--- config.mk ---
export PLATFORM = sky130hd
export DESIGN_NAME = dct_stage1
export DESIGN_NICKNAME = d
export VERILOG_FILES = /design/src/dct_fixed_pkg.sv /design/src/dct_coef_pkg.sv /design/src/dct_adder_tree.sv /design/src/dct_block_buffer.sv /design/src/dct_coef_mac.sv /design/src/dct_stage1.sv
export SDC_FILE = /design/constraint.sdc
export NUM_CORES = 1
export LEC_CHECK = 0
export ABC_AREA = 1
export CORE_ASPECT_RATIO = 1.25
export CORE_MARGIN = 4
export CORE_UTILIZATION = 30
export CTS_CLUSTER_SIZE = 16
export DETAILED_ROUTE_END_ITERATION = 8
export DONT_BUFFER_PORTS = 1
export PLACE_DENSITY = 0.5
export SETUP_SLACK_MARGIN = 0.02
export SYNTH_ARGS = -nofsm -noshare
export SYNTH_HDL_FRONTEND = slang
export SYNTH_SLANG_ARGS = --single-unit
--- constraint.sdc ---
create_clock -name clk_i -period 8.9 [get_ports clk_i]
set_input_delay 2.225 -clock clk_i [delete_from_list [all_inputs] [get_ports clk_i]]
set_output_delay 2.225 -clock clk_i [all_outputs]
set_load 0.01 [all_outputs]
--- src/dct_fixed_pkg.sv ---
`default_nettype none

package dct_fixed_pkg;

  // coefficients are pure fractions with this many bits below the point.
  localparam int COEF_FRACT_WIDTH = 8;

  // one block holds this many pixels and yields this many output rows.
  localparam int BLOCK_LEN = 8;

  // number of mirrored pixel pairs, which is also the number of multiplier lanes.
  localparam int HALF_LEN = BLOCK_LEN / 2;

  localparam int ROW_IDX_WIDTH = 3;

  // row index of an output coefficient, or position of a pixel inside its block.
  typedef logic [ROW_IDX_WIDTH-1:0] row_idx_t;

endpackage

`default_nettype wire

--- src/dct_coef_pkg.sv ---
`default_nettype none

package dct_coef_pkg;

  import dct_fixed_pkg::*;

  // a sign-magnitude coefficient keeps its sign in the top bit and a pure fraction below.
  typedef logic [COEF_FRACT_WIDTH:0] coef_t;

  // builds a sign-magnitude entry from a signed integer in units of 2^-8.
  function automatic coef_t sm_coef(int val);
    logic neg;
    neg = (val < 0);
    sm_coef = {neg, COEF_FRACT_WIDTH'(neg ? -val : val)};
  endfunction

  // entry k, j is 256 * 0.5 * c(k) * cos((2j+1)k*pi/16) rounded to an integer.
  // even rows act on the pair sums and odd rows on the pair differences.
  localparam coef_t COEFS [BLOCK_LEN][HALF_LEN] = '{
    '{sm_coef(91),  sm_coef(91),   sm_coef(91),   sm_coef(91)},
    '{sm_coef(126), sm_coef(106),  sm_coef(71),   sm_coef(25)},
    '{sm_coef(118), sm_coef(49),   sm_coef(-49),  sm_coef(-118)},
    '{sm_coef(106), sm_coef(-25),  sm_coef(-126), sm_coef(-71)},
    '{sm_coef(91),  sm_coef(-91),  sm_coef(-91),  sm_coef(91)},
    '{sm_coef(71),  sm_coef(-126), sm_coef(25),   sm_coef(106)},
    '{sm_coef(49),  sm_coef(-118), sm_coef(118),  sm_coef(-49)},
    '{sm_coef(25),  sm_coef(-71),  sm_coef(106),  sm_coef(-126)}
  };

endpackage

`default_nettype wire

--- src/dct_adder_tree.sv ---
`default_nettype none

module dct_adder_tree #(
  parameter int PX_WIDTH = 8
)(
  input  logic                                  clk_i,
  input  logic                                  rst_i,
  input  logic                                  prod_valid_i,
  input  dct_fixed_pkg::row_idx_t               prod_idx_i,
  input  logic [dct_fixed_pkg::HALF_LEN-1:0]
               [PX_WIDTH+1+dct_fixed_pkg::COEF_FRACT_WIDTH:0] prod_i,
  output logic                                  dct_valid_o,
  output dct_fixed_pkg::row_idx_t               dct_idx_o,
  output logic [PX_WIDTH+3+dct_fixed_pkg::COEF_FRACT_WIDTH:0] dct_data_o
);

  import dct_fixed_pkg::*;

  localparam int PROD_W = PX_WIDTH + 2 + COEF_FRACT_WIDTH;
  localparam int PAIR_W = PROD_W + 1;
  localparam int OUT_W  = PX_WIDTH + 4 + COEF_FRACT_WIDTH;

  logic [HALF_LEN/2-1:0][PAIR_W-1:0] pair_q;
  logic                              pair_valid_q;
  row_idx_t                          pair_idx_q;

  always_ff @(posedge clk_i or posedge rst_i)
    if (rst_i)
      begin
        pair_valid_q <= 1'b0;
        dct_valid_o  <= 1'b0;
      end
    else
      begin
        pair_valid_q <= prod_valid_i;
        dct_valid_o  <= pair_valid_q;
      end

  // lanes 0+1 and 2+3 first, then the two pair sums.
  always_ff @(posedge clk_i)
    begin
      pair_idx_q <= prod_idx_i;
      dct_idx_o  <= pair_idx_q;
      for (int p = 0; p < HALF_LEN / 2; p++)
        pair_q[p] <= PAIR_W'($signed(prod_i[2*p])) + PAIR_W'($signed(prod_i[2*p+1]));
      dct_data_o <= OUT_W'($signed(pair_q[0])) + OUT_W'($signed(pair_q[1]));
    end

endmodule

`default_nettype wire

--- src/dct_block_buffer.sv ---
`default_nettype none

module dct_block_buffer #(
  parameter int PX_WIDTH = 8
)(
  input  logic                                          clk_i,
  input  logic                                          rst_i,
  input  logic                                          px_valid_i,
  input  logic [PX_WIDTH-1:0]                           px_data_i,
  output logic                                          block_start_o,
  output logic [dct_fixed_pkg::HALF_LEN-1:0][PX_WIDTH+1:0] sums_o,
  output logic [dct_fixed_pkg::HALF_LEN-1:0][PX_WIDTH+1:0] diffs_o
);

  import dct_fixed_pkg::*;

  localparam int SH_W       = PX_WIDTH + 1;
  localparam int BF_W       = PX_WIDTH + 2;
  localparam int HALF_SCALE = 2 ** (PX_WIDTH - 1);

  localparam row_idx_t LAST_POS = row_idx_t'(BLOCK_LEN - 1);

  // one of the two banks of level-shifted pixels fills while the other is read.
  logic [BLOCK_LEN-1:0][SH_W-1:0] bank_q [2];
  logic [BLOCK_LEN-1:0][SH_W-1:0] full_bank;
  logic [SH_W-1:0]                px_shift;
  row_idx_t                       pos_q;
  logic                           bank_sel_q;
  logic                           full_q;

  // centre the unsigned pixel around zero.
  assign px_shift = {1'b0, px_data_i} - SH_W'(HALF_SCALE);

  // the bank that is not being filled holds the last complete block.
  assign full_bank = bank_q[~bank_sel_q];

  always_ff @(posedge clk_i or posedge rst_i)
    if (rst_i)
      begin
        pos_q         <= '0;
        bank_sel_q    <= 1'b0;
        full_q        <= 1'b0;
        block_start_o <= 1'b0;
      end
    else
      begin
        full_q        <= px_valid_i && (pos_q == LAST_POS);
        block_start_o <= full_q;
        if (px_valid_i)
          begin
            pos_q <= pos_q + 1'b1;
            if (pos_q == LAST_POS)
              bank_sel_q <= ~bank_sel_q;
          end
      end

  // new pixels enter at the top, so pixel 0 of a block ends up at index 0.
  always_ff @(posedge clk_i)
    if (px_valid_i)
      bank_q[bank_sel_q] <= {px_shift, bank_q[bank_sel_q][BLOCK_LEN-1:1]};

  // fold mirrored positions into sums and differences once per block.
  always_ff @(posedge clk_i)
    if (full_q)
      for (int j = 0; j < HALF_LEN; j++)
        begin
          sums_o[j]  <= BF_W'($signed(full_bank[j])) +
                        BF_W'($signed(full_bank[BLOCK_LEN-1-j]));
          diffs_o[j] <= BF_W'($signed(full_bank[j])) -
                        BF_W'($signed(full_bank[BLOCK_LEN-1-j]));
        end

endmodule

`default_nettype wire

--- src/dct_coef_mac.sv ---
`default_nettype none

module dct_coef_mac #(
  parameter int PX_WIDTH = 8
)(
  input  logic                                          clk_i,
  input  logic                                          rst_i,
  input  logic                                          block_start_i,
  input  logic [dct_fixed_pkg::HALF_LEN-1:0][PX_WIDTH+1:0] sums_i,
  input  logic [dct_fixed_pkg::HALF_LEN-1:0][PX_WIDTH+1:0] diffs_i,
  output logic                                          prod_valid_o,
  output dct_fixed_pkg::row_idx_t                       prod_idx_o,
  output logic [dct_fixed_pkg::HALF_LEN-1:0]
               [PX_WIDTH+1+dct_fixed_pkg::COEF_FRACT_WIDTH:0] prod_o
);

  import dct_fixed_pkg::*;
  import dct_coef_pkg::*;

  localparam int BF_W   = PX_WIDTH + 2;
  localparam int MAG_W  = BF_W - 1;
  localparam int PROD_W = PX_WIDTH + 2 + COEF_FRACT_WIDTH;

  localparam row_idx_t LAST_ROW = row_idx_t'(BLOCK_LEN - 1);

  row_idx_t                             row_q;
  row_idx_t                             row_sel;
  logic                                 busy_q;
  logic                                 issue;
  logic [HALF_LEN-1:0][BF_W-1:0]        lane_val;

  logic                                 op_valid_q;
  row_idx_t                             op_idx_q;
  logic [HALF_LEN-1:0]                  op_sign_q;
  logic [HALF_LEN-1:0][MAG_W-1:0]       op_mag_q;
  coef_t                                op_coef_q [HALF_LEN];

  logic [HALF_LEN-1:0]                  prod_sign_q;
  logic [HALF_LEN-1:0][PROD_W-2:0]      prod_mag_q;

  // row 0 goes out in the same cycle as the start pulse, then one row per cycle.
  assign row_sel = block_start_i ? '0 : row_q;
  assign issue   = block_start_i | busy_q;

  // even rows use the pair sums, odd rows the pair differences.
  always_comb
    for (int j = 0; j < HALF_LEN; j++)
      lane_val[j] = row_sel[0] ? diffs_i[j] : sums_i[j];

  always_ff @(posedge clk_i or posedge rst_i)
    if (rst_i)
      begin
        row_q        <= '0;
        busy_q       <= 1'b0;
        op_valid_q   <= 1'b0;
        prod_valid_o <= 1'b0;
      end
    else
      begin
        if (issue)
          begin
            row_q  <= row_sel + 1'b1;
            busy_q <= (row_sel != LAST_ROW);
          end
        op_valid_q   <= issue;
        prod_valid_o <= op_valid_q;
      end

  // the operand stage holds each lane's sign-magnitude value and its coefficient.
  always_ff @(posedge clk_i)
    if (issue)
      begin
        op_idx_q <= row_sel;
        for (int j = 0; j < HALF_LEN; j++)
          begin
            op_sign_q[j] <= lane_val[j][BF_W-1];
            op_mag_q[j]  <= lane_val[j][BF_W-1] ? MAG_W'(-lane_val[j])
                                                : lane_val[j][MAG_W-1:0];
            op_coef_q[j] <= COEFS[row_sel][j];
          end
      end

  // the coefficient is a pure fraction, so the raw product is already
  // in units of 2^-COEF_FRACT_WIDTH.
  always_ff @(posedge clk_i)
    begin
      prod_idx_o <= op_idx_q;
      for (int j = 0; j < HALF_LEN; j++)
        begin
          prod_sign_q[j] <= op_sign_q[j] ^ op_coef_q[j][COEF_FRACT_WIDTH];
          prod_mag_q[j]  <= op_mag_q[j] * op_coef_q[j][COEF_FRACT_WIDTH-1:0];
        end
    end

  // back to two's complement. negating a zero magnitude gives plain zero.
  always_comb
    for (int j = 0; j < HALF_LEN; j++)
      prod_o[j] = prod_sign_q[j] ? PROD_W'(-{1'b0, prod_mag_q[j]})
                                 : {1'b0, prod_mag_q[j]};

endmodule

`default_nettype wire

--- src/dct_stage1.sv ---
`default_nettype none

module dct_stage1 #(
  parameter int PX_WIDTH = 8
)(
  input  logic                    clk_i,
  input  logic                    rst_i,
  input  logic                    px_valid_i,
  input  logic [PX_WIDTH-1:0]     px_data_i,
  output logic                    dct_valid_o,
  output dct_fixed_pkg::row_idx_t dct_idx_o,
  output logic [PX_WIDTH+3+dct_fixed_pkg::COEF_FRACT_WIDTH:0] dct_data_o
);

  import dct_fixed_pkg::*;

  logic                                                 block_start;
  logic [HALF_LEN-1:0][PX_WIDTH+1:0]                    sums;
  logic [HALF_LEN-1:0][PX_WIDTH+1:0]                    diffs;
  logic                                                 prod_valid;
  row_idx_t                                             prod_idx;
  logic [HALF_LEN-1:0][PX_WIDTH+1+COEF_FRACT_WIDTH:0]   prod;

  dct_block_buffer #(.PX_WIDTH(PX_WIDTH)) u_block_buffer (
    .clk_i         (clk_i),
    .rst_i         (rst_i),
    .px_valid_i    (px_valid_i),
    .px_data_i     (px_data_i),
    .block_start_o (block_start),
    .sums_o        (sums),
    .diffs_o       (diffs)
  );

  dct_coef_mac #(.PX_WIDTH(PX_WIDTH)) u_coef_mac (
    .clk_i         (clk_i),
    .rst_i         (rst_i),
    .block_start_i (block_start),
    .sums_i        (sums),
    .diffs_i       (diffs),
    .prod_valid_o  (prod_valid),
    .prod_idx_o    (prod_idx),
    .prod_o        (prod)
  );

  dct_adder_tree #(.PX_WIDTH(PX_WIDTH)) u_adder_tree (
    .clk_i         (clk_i),
    .rst_i         (rst_i),
    .prod_valid_i  (prod_valid),
    .prod_idx_i    (prod_idx),
    .prod_i        (prod),
    .dct_valid_o   (dct_valid_o),
    .dct_idx_o     (dct_idx_o),
    .dct_data_o    (dct_data_o)
  );

endmodule

`default_nettype wire
# == Yosys cells after proc, flatten, opt, wreduce, memory -nomap -nowiden ==
# Memories as Yosys holds them, arrays and structs flattened.
# Index checks and enable logic that the tools add are counted.
# totals
word_cells,95
ram_bits,180
mem_bits_ro,288
mem_count,3
reg_bits,276
# classes
addsub,22
n_mul,4
n_reduce_logical,2
order_cmp,1
n_mux,19
bitwise_logic,7
eq_ne,2
# memory_table
memory,words,width,rd,rd_clocked_by_memory_dff,write_ports,line,text
(name not given),8,36,1,0,0,dct_coef_mac.sv:79,op_coef_q[j] <= COEFS[row_sel][j];
u_block_buffer.bank_q,2,72,2,0,1,dct_block_buffer.sv:24,logic [BLOCK_LEN-1:0][SH_W-1:0] bank_q [2];
u_coef_mac.op_coef_q,4,9,4,0,4,dct_coef_mac.sv:36,coef_t op_coef_q [HALF_LEN];
# ops
operator,n
$mux 18,4
$mux 36,2
$neg 17->18,4
$mul 9x8->17,4
$add 9x9->10,4
$mux 10,4
$sub 9x9->10,4
$add 18x18->19,2
$mux 9,4
$neg 9->9,4
$add 19x19->20,1
$sub 8x8->9 const B,1
$add 3x1->3 const B,2
$ge 4x4->1 const B,1
$mux 1,4
$not 3->4,1
$xor 1x1->1,4
$eq 3x3->1 const B,1
$mux 3,1
$ne 3x3->1 const B,1
$reduce_and 2->1,1
$logic_and 1x1->1,1
$not 1->1,1
$or 1x1->1,1

# == Logic depth before layout (Yosys ltp) ==
# Gate-level depths: netlist of run 1.
# depth
depth_word,5
ltp_mapped,21

# == Cells and area by module ==
# From an unflattened synthesis of run 1, not the netlist that was laid out.
# hier_totals
hier_cells,4119
area_unflattened_um2,32717.6
# by_module_without_submodules
module,area_each_um2,instances,cells_each
dct_coef_mac,16659.7,1,2264
dct_block_buffer,11489.8,1,1170
dct_adder_tree,4568.1,1,685

# == Worst setup path before layout of run 1 ==
# OpenSTA, ideal clock, no wires.
# synth_timing
kind,input port to flip-flop
startpoint,input px_valid_i
endpoint,memory u_block_buffer.bank_q[0][0] (netlist name) (enable)
t_required_ps,8413
path_buffers,0
setup_time_ps,487
path_slack_ps,3445
arrival_time_ps,4968
cell_stages,2
path_cell_list,inv_1 > nor2_1
# synth_between
elab_chain_cells,2
# synth_lines
item,line,text
"start, declared",dct_stage1.sv:8,"input logic px_valid_i,"
$mux 1,dct_block_buffer.sv:59,if (px_valid_i)
$mux 1 (not written as such),dct_block_buffer.sv:60,"bank_q[bank_sel_q] <= {px_shift, bank_q[bank_sel_q][BLOCK_LEN-1:1]};"
"end, declared",dct_block_buffer.sv:24,
# No other way between the ends.

==> results of run 1 <==
[cells by family (layout without fill, tap and decap cells)]
kind of cell,Yosys count,count (layout)
XOR/XNOR,164,164
buffers and inverters,859,876
multiplexers,6,6
flip-flops,423,423
AND/OR/NAND/NOR,1573,1573
AO/OA/AOI/OAI,410,410
adder cells (fa/ha/maj),461,461
[critical path: cells and delay by family, from the launching register on]
kind	cells	cell delay [ns]
AO/OA/AOI/OAI	2	0.39
XOR/XNOR	1	0.14
adder cells (fa/ha/maj)	5	2.40
buffers and inverters	3	0.14
flip-flops	1	0.91
AND/OR/NAND/NOR	3	0.32
[flip-flops by register name, indices dropped and copies added, names as in the netlist, 3 cells and up]
signal / count
u_coef_mac.prod_sign_q: 4
u_adder_tree.dct_data_o: 20
u_coef_mac.op_idx_q: 3
u_coef_mac.op_coef_q: 23
u_adder_tree.pair_idx_q: 3
u_block_buffer.pos_q: 3
u_coef_mac.prod_idx_o: 3
u_adder_tree.dct_idx_o: 3
u_block_buffer.sums_o: 36
u_adder_tree.pair_q: 38
u_block_buffer.diffs_o: 40
u_coef_mac.row_q: 3
u_coef_mac.op_mag_q: 36
u_block_buffer.bank_q: 128
u_coef_mac.prod_mag_q: 68
u_coef_mac.op_sign_q: 4
[cells in the mapped netlist, types with 30 or more instances]
cell type,n,share of area [%]
nand3_1,174,2.8
a21oi_1,169,2.7
nand2_1,1053,13
xor2_1,131,3.6
nor2_1,251,3.0
inv_1,772,9.2
ha_1,310,12
edfxtp_1,270,26
o21ai_0,185,2.9
xnor2_1,33,0.92
dfxtp_1,139,8.8
fa_1,151,9.6
clkbuf_1,61,0.73
nand4_1,30,0.60
[metal layers]
metal	global-route usage, %	part of all wire (%)
met1	14.81	44
met2	22.79	50
met3	1.735	2.6
met4	3.822	2.8
met5	0	0
[worst max path at each step]
stage                                    start                          end  slack, ns  depth (start not counted)
CTS                 u_coef_mac.op_coef_q[0][4]    u_coef_mac.prod_mag_q[65]       4.42                         14
finish              u_coef_mac.op_coef_q[0][4]    u_coef_mac.prod_mag_q[65]       4.46                         14
detailed placement  u_coef_mac.op_coef_q[0][4]    u_coef_mac.prod_mag_q[65]       4.45                         14
floorplan                           px_valid_i  u_block_buffer.bank_q[0][0]       3.44                          2
global route        u_coef_mac.op_coef_q[0][4]    u_coef_mac.prod_mag_q[65]       4.19                         14
global placement    u_coef_mac.op_coef_q[0][4]    u_coef_mac.prod_mag_q[65]       4.45                         14
[per-stage QoR]
step           hold slack [ns]  cell area (um^2)  cells  utilization (%)
2_1_floorplan           0.3096             31450   3896                -
3_5_place_dp            0.3146             32850   5163            31.62
4_1_cts                 0.3285             34420   5253            33.13
5_1_grt                 0.3307             34420   5253            33.13
6_report                0.3258             34420   5253            33.13
3_3_place_gp            0.3134             32850   5163            31.62
[area by class of cell]
| type | instances | area (um^2) | share of cell area, % |
|---|---|---|---|
| clock buffers | 61 | 1306 | 3.796 |
| clock inverters | 29 | 259.0 | 0.7526 |
| inverters | 779 | 2924 | 8.496 |
| multi-input cells | 2614 | 16950 | 49.25 |
| flip-flops and latches | 423 | 11250 | 32.68 |
| well taps | 1340 | 1677 | 4.872 |
| repair buffers | 7 | 52.55 | 0.1527 |
==> impl_metrics.env, run 1 <==
export IMPL_h_tree_depth=2
export IMPL_max_stage_delay_ns=0.91
export IMPL_antennaDiodeCount=0
export IMPL_r2r_start="u_coef_mac.op_coef_q[0][4]"
export IMPL_synth_top_family_by_area="adder cells"
export IMPL_final_common_cell="nand2_1"
export IMPL_grt_max_degree=119
export IMPL_fp_dieArea_um2=110100
export IMPL_status="completed"
export IMPL_yosys_area_share_simple_pct=20.22
export IMPL_grt_pass1_vias=22567
export IMPL_antenna_found_initial=1
export IMPL_drc=0
export IMPL_final_period_utilization_pct=49.87
export IMPL_drtAntennaViolNets=0
export IMPL_ioPinCount=35
export IMPL_cp_data_required_time_ns=9.40
export IMPL_clkTransAtPathRegs_ns=0.06
export IMPL_clock_latency_ns=0.62
export IMPL_cts_tree="yes"
export IMPL_synth_area_um2=31450
export IMPL_initial_core_util_pct=30.27
export IMPL_synth_fp_nets=4368
export IMPL_syn_to_final_growth_pct=9.442
export IMPL_track_usage_pct=12.34
export IMPL_yosys_warnings=0
export IMPL_rsz0062_at_grt="false"
export IMPL_synthMuxAreaShare_pct=0.2149
export IMPL_max_slew_margin_pct=36.41
export IMPL_grt_pass1_wl_um=112700
export IMPL_finalHoldViolations=0
export IMPL_synth_fa_ha_area_share_pct=21.95
export IMPL_gp_congestion=0.8440
export IMPL_reg2reg_setup_slack_ns=4.46
export IMPL_cp_slowest_cell="edfxtp_1"
export IMPL_hold_start="u_adder_tree.pair_idx_q[2]"
export IMPL_setup_viol=0
export IMPL_maxCapViolCount=0
export IMPL_timing_rr_end="u_coef_mac.prod_mag_q[65]"
export IMPL_finalSetupTns_ns=0
export IMPL_fillers=10924
export IMPL_reg2reg_depth=14
export IMPL_synth_edff_count=270
export IMPL_cts_sinks=423
export IMPL_cts_buffers=50
export IMPL_place_ws_ns=4.449
export IMPL_ys_flop_type="edfxtp_1"
export IMPL_seq_area_frac_synth_pct=35.75
export IMPL_endpoint_kind="flip-flop"
export IMPL_io_buffer_count=0
export IMPL_first_pass_iters=5
export IMPL_die_y_um=370.0
export IMPL_worstSetupPathType="flip-flop to flip-flop"
export IMPL_critPathMaxFanout=18
export IMPL_synth_xor_area_share_pct=4.568
export IMPL_row_count=132
export IMPL_setup_slack_ns=4.462
export IMPL_layout_drive_gt1_share_pct=3.041
export IMPL_place_hpwl_um=54090
export IMPL_viasPerCell=4.318
export IMPL_gr_total_overflow=0
export IMPL_routed_wl_um=67310
export IMPL_nets=4347
export IMPL_vias=22682
export IMPL_cts_resized=0
export IMPL_cts_setup_buffers=0
export IMPL_worstHoldEndpoint="u_adder_tree.dct_idx_o[2]"
export IMPL_final_cell_mix="1053 x nand2_1, 770 x inv_1, 310 x ha_1"
export IMPL_arrival_ns=4.94
export IMPL_async_flop_share_pct=3.310
export IMPL_fin_crit_ns=4.438
export IMPL_hp_class="flip-flop to flip-flop"
export IMPL_hold_buffers=0
export IMPL_clock_root_buffer="clkbuf_16"
export IMPL_cp_cell_sequence="nand2_1 > fa_1 > fa_1 > inv_1 > fa_1 > inv_1 > fa_1 > inv_1 > ha_1 > a21oi_1 > o21ai_0 > nand2_1 > nand3_1 > xor2_1"
export IMPL_slew_viol_final=0
export IMPL_cts_buffer_depth=3
export IMPL_synth_avg_cell_area_um2=8.071
export IMPL_cpMostUsedCell="fa_1"
export IMPL_core_um2=103900
export IMPL_skew_ns=0.01543
export IMPL_worst_slew_pin_slew_ns=0.9539
export IMPL_netlist_instances=3896
export IMPL_fmax_ghz=0.2253
export IMPL_yosysUniqueCellTypes=42
export IMPL_synth_compound_area_share_pct=6.931
export IMPL_hold_path_depth=0
export IMPL_startpoint_type="flip-flop"
export IMPL_drtIter0Drc=951
export IMPL_ys_ff_latch=423
export IMPL_die_w_um=297.6
export IMPL_routedWlPerCell_um=12.81
Power of run 1 is not shown: default switching activity piles up to over one toggle a cycle in this logic, so the estimate is an artifact.
==> inputs of run 2 (changes only) <==
==> constraint.sdc (replaced) <==
create_clock -name clk_i -period 4.6 [get_ports clk_i]
set_input_delay 1.15 -clock clk_i [delete_from_list [all_inputs] [get_ports clk_i]]
set_output_delay 1.15 -clock clk_i [all_outputs]
set_load 0.01 [all_outputs]
==> run 2 against run 1 <==
  * First-iteration DRC count increased by 14%
  * Register-to-register slack worse by 4.1 ns
  * Final cell count about the same
  * Die area is the same
  * Core utilization increased by 0.13 points
  * Critical path type unchanged
==> impl_metrics.env, run 2 (synthesis gave the netlist of run 1 again) <==
export IMPL_status="completed"
export IMPL_row_count=132
export IMPL_routedWlPerCell_um=12.75
export IMPL_finalSetupTns_ns=0
export IMPL_slew_viol_final=0
export IMPL_clkTransAtPathRegs_ns=0.05
export IMPL_arrival_ns=4.69
export IMPL_core_um2=103900
export IMPL_worst_slew_pin_slew_ns=0.9557
export IMPL_final_period_utilization_pct=91.53
export IMPL_cts_buffers=49
export IMPL_worst_path_buf_inv=4
export IMPL_max_slew_margin_pct=36.29
export IMPL_final_common_cell="nand2_1"
export IMPL_antenna_found_initial=1
export IMPL_layout_drive_gt1_share_pct=3.241
export IMPL_gr_total_overflow=0
export IMPL_cp_cell_sequence="buf_4 > nand2_1 > fa_1 > inv_1 > fa_1 > fa_1 > inv_1 > fa_1 > inv_1 > ha_1 > a21oi_1 > o21ai_0 > nand2_1 > nand3_1 > xor2_1"
export IMPL_track_usage_pct=12.28
export IMPL_setup_viol=0
export IMPL_skew_ns=0.02221
export IMPL_fmax_ghz=0.2375
export IMPL_cpLargestDelayFamily="adder cells"
export IMPL_cts_resized=0
export IMPL_top_register="u_block_buffer.bank_q"
export IMPL_finalHoldViolations=0
export IMPL_largest_register_ffs=128
export IMPL_cp_data_required_time_ns=5.08
export IMPL_worstSetupPathType="flip-flop to flip-flop"
export IMPL_clock_latency_ns=0.61
export IMPL_drc=0
export IMPL_routed_wl_um=67040
export IMPL_syn_to_final_growth_pct=9.879
export IMPL_cpMostUsedCell="fa_1"
export IMPL_grt_pass1_vias=22654
export IMPL_endpoint_kind="flip-flop"
export IMPL_rsz0062_at_grt="false"
export IMPL_vias=22864
export IMPL_cts_tree="yes"
export IMPL_final_cell_mix="1053 x nand2_1, 770 x inv_1, 310 x ha_1"
export IMPL_cts_sinks=423
export IMPL_critPathMaxFanout=10
export IMPL_io_buffer_count=0
export IMPL_die_w_um=297.6
export IMPL_maxCapViolCount=0
export IMPL_nets=4353
export IMPL_top_regs="u_block_buffer.bank_q x128, u_coef_mac.prod_mag_q x68, u_block_buffer.diffs_o x40"
export IMPL_first_pass_iters=5
export IMPL_fin_crit_ns=4.210
export IMPL_gp_congestion=0.8564
export IMPL_clock_root_buffer="clkbuf_16"
export IMPL_cts_setup_buffers=0
export IMPL_hold_buffers=0
export IMPL_drtIter0Drc=1082
export IMPL_viasPerCell=4.348
export IMPL_ioPinCount=35
export IMPL_initial_core_util_pct=30.27
export IMPL_die_y_um=370.0
export IMPL_fp_dieArea_um2=110100
export IMPL_cts_buffer_depth=3
export IMPL_max_stage_delay_ns=0.55
export IMPL_drtAntennaViolNets=0
export IMPL_startpoint_type="flip-flop"
export IMPL_hp_class="flip-flop to flip-flop"
export IMPL_place_hpwl_um=54590
export IMPL_grt_max_degree=110
export IMPL_grt_pass1_wl_um=112600
export IMPL_cp_slowest_cell="edfxtp_1"
export IMPL_antennaDiodeCount=0
export IMPL_h_tree_depth=2
[run 2: cell type report]
class                      instances  area, um^2
multi-input combinational       2614       16950
sequential                       423       11250
clock inverter                    18       251.5
inverter                         779        2924
timing repair buffer              14       117.6
tap                             1340        1677
fill                           10859       69330
clock buffer                      70        1386
[run 2: through the flow]
step	area, um^2	hold slack, ns	setup slack (ns)	instances	utilization, %
2_1_floorplan	31450	0.3096	0.2196	3896	-
3_3_place_gp	32920	0.3134	0.3698	5170	31.68
3_5_place_dp	32920	0.3121	0.3982	5170	31.68
4_1_cts	34550	0.3253	0.3705	5258	33.26
5_1_grt	34550	0.3272	0.09027	5258	33.26
6_report	34550	0.3260	0.3897	5258	33.26
[run 2: worst paths after layout]
kind / end / slack, ns / cells after the start / start
setup / recovery: u_coef_mac.prod_mag_q[30] / 0.39 / 15 / u_coef_mac.op_coef_q[1][4]
hold / removal: u_adder_tree.dct_idx_o[2] / 0.33 / 0 / u_adder_tree.pair_idx_q[2]
setup reg to reg: u_coef_mac.prod_mag_q[30] / 0.39 / 15 / u_coef_mac.op_coef_q[1][4]
hold reg to reg: u_adder_tree.dct_idx_o[2] / 0.33 / 0 / u_adder_tree.pair_idx_q[2]
max in group asynchronous: u_block_buffer.bank_sel_q / 3.59 / 1 / rst_i
min in group asynchronous: u_block_buffer.full_q / 0.52 / 1 / rst_i
[run 2: layer usage]
metal  track usage, %  vias up  share of wire [%]
li1                 -    12185                  -
met1            14.76    10369                 44
met2            22.83      214                 50
met3            1.647       96                2.4
met4            3.561        0                2.9
met5                0        -                  0
Power of run 2 is left out for the same reason.
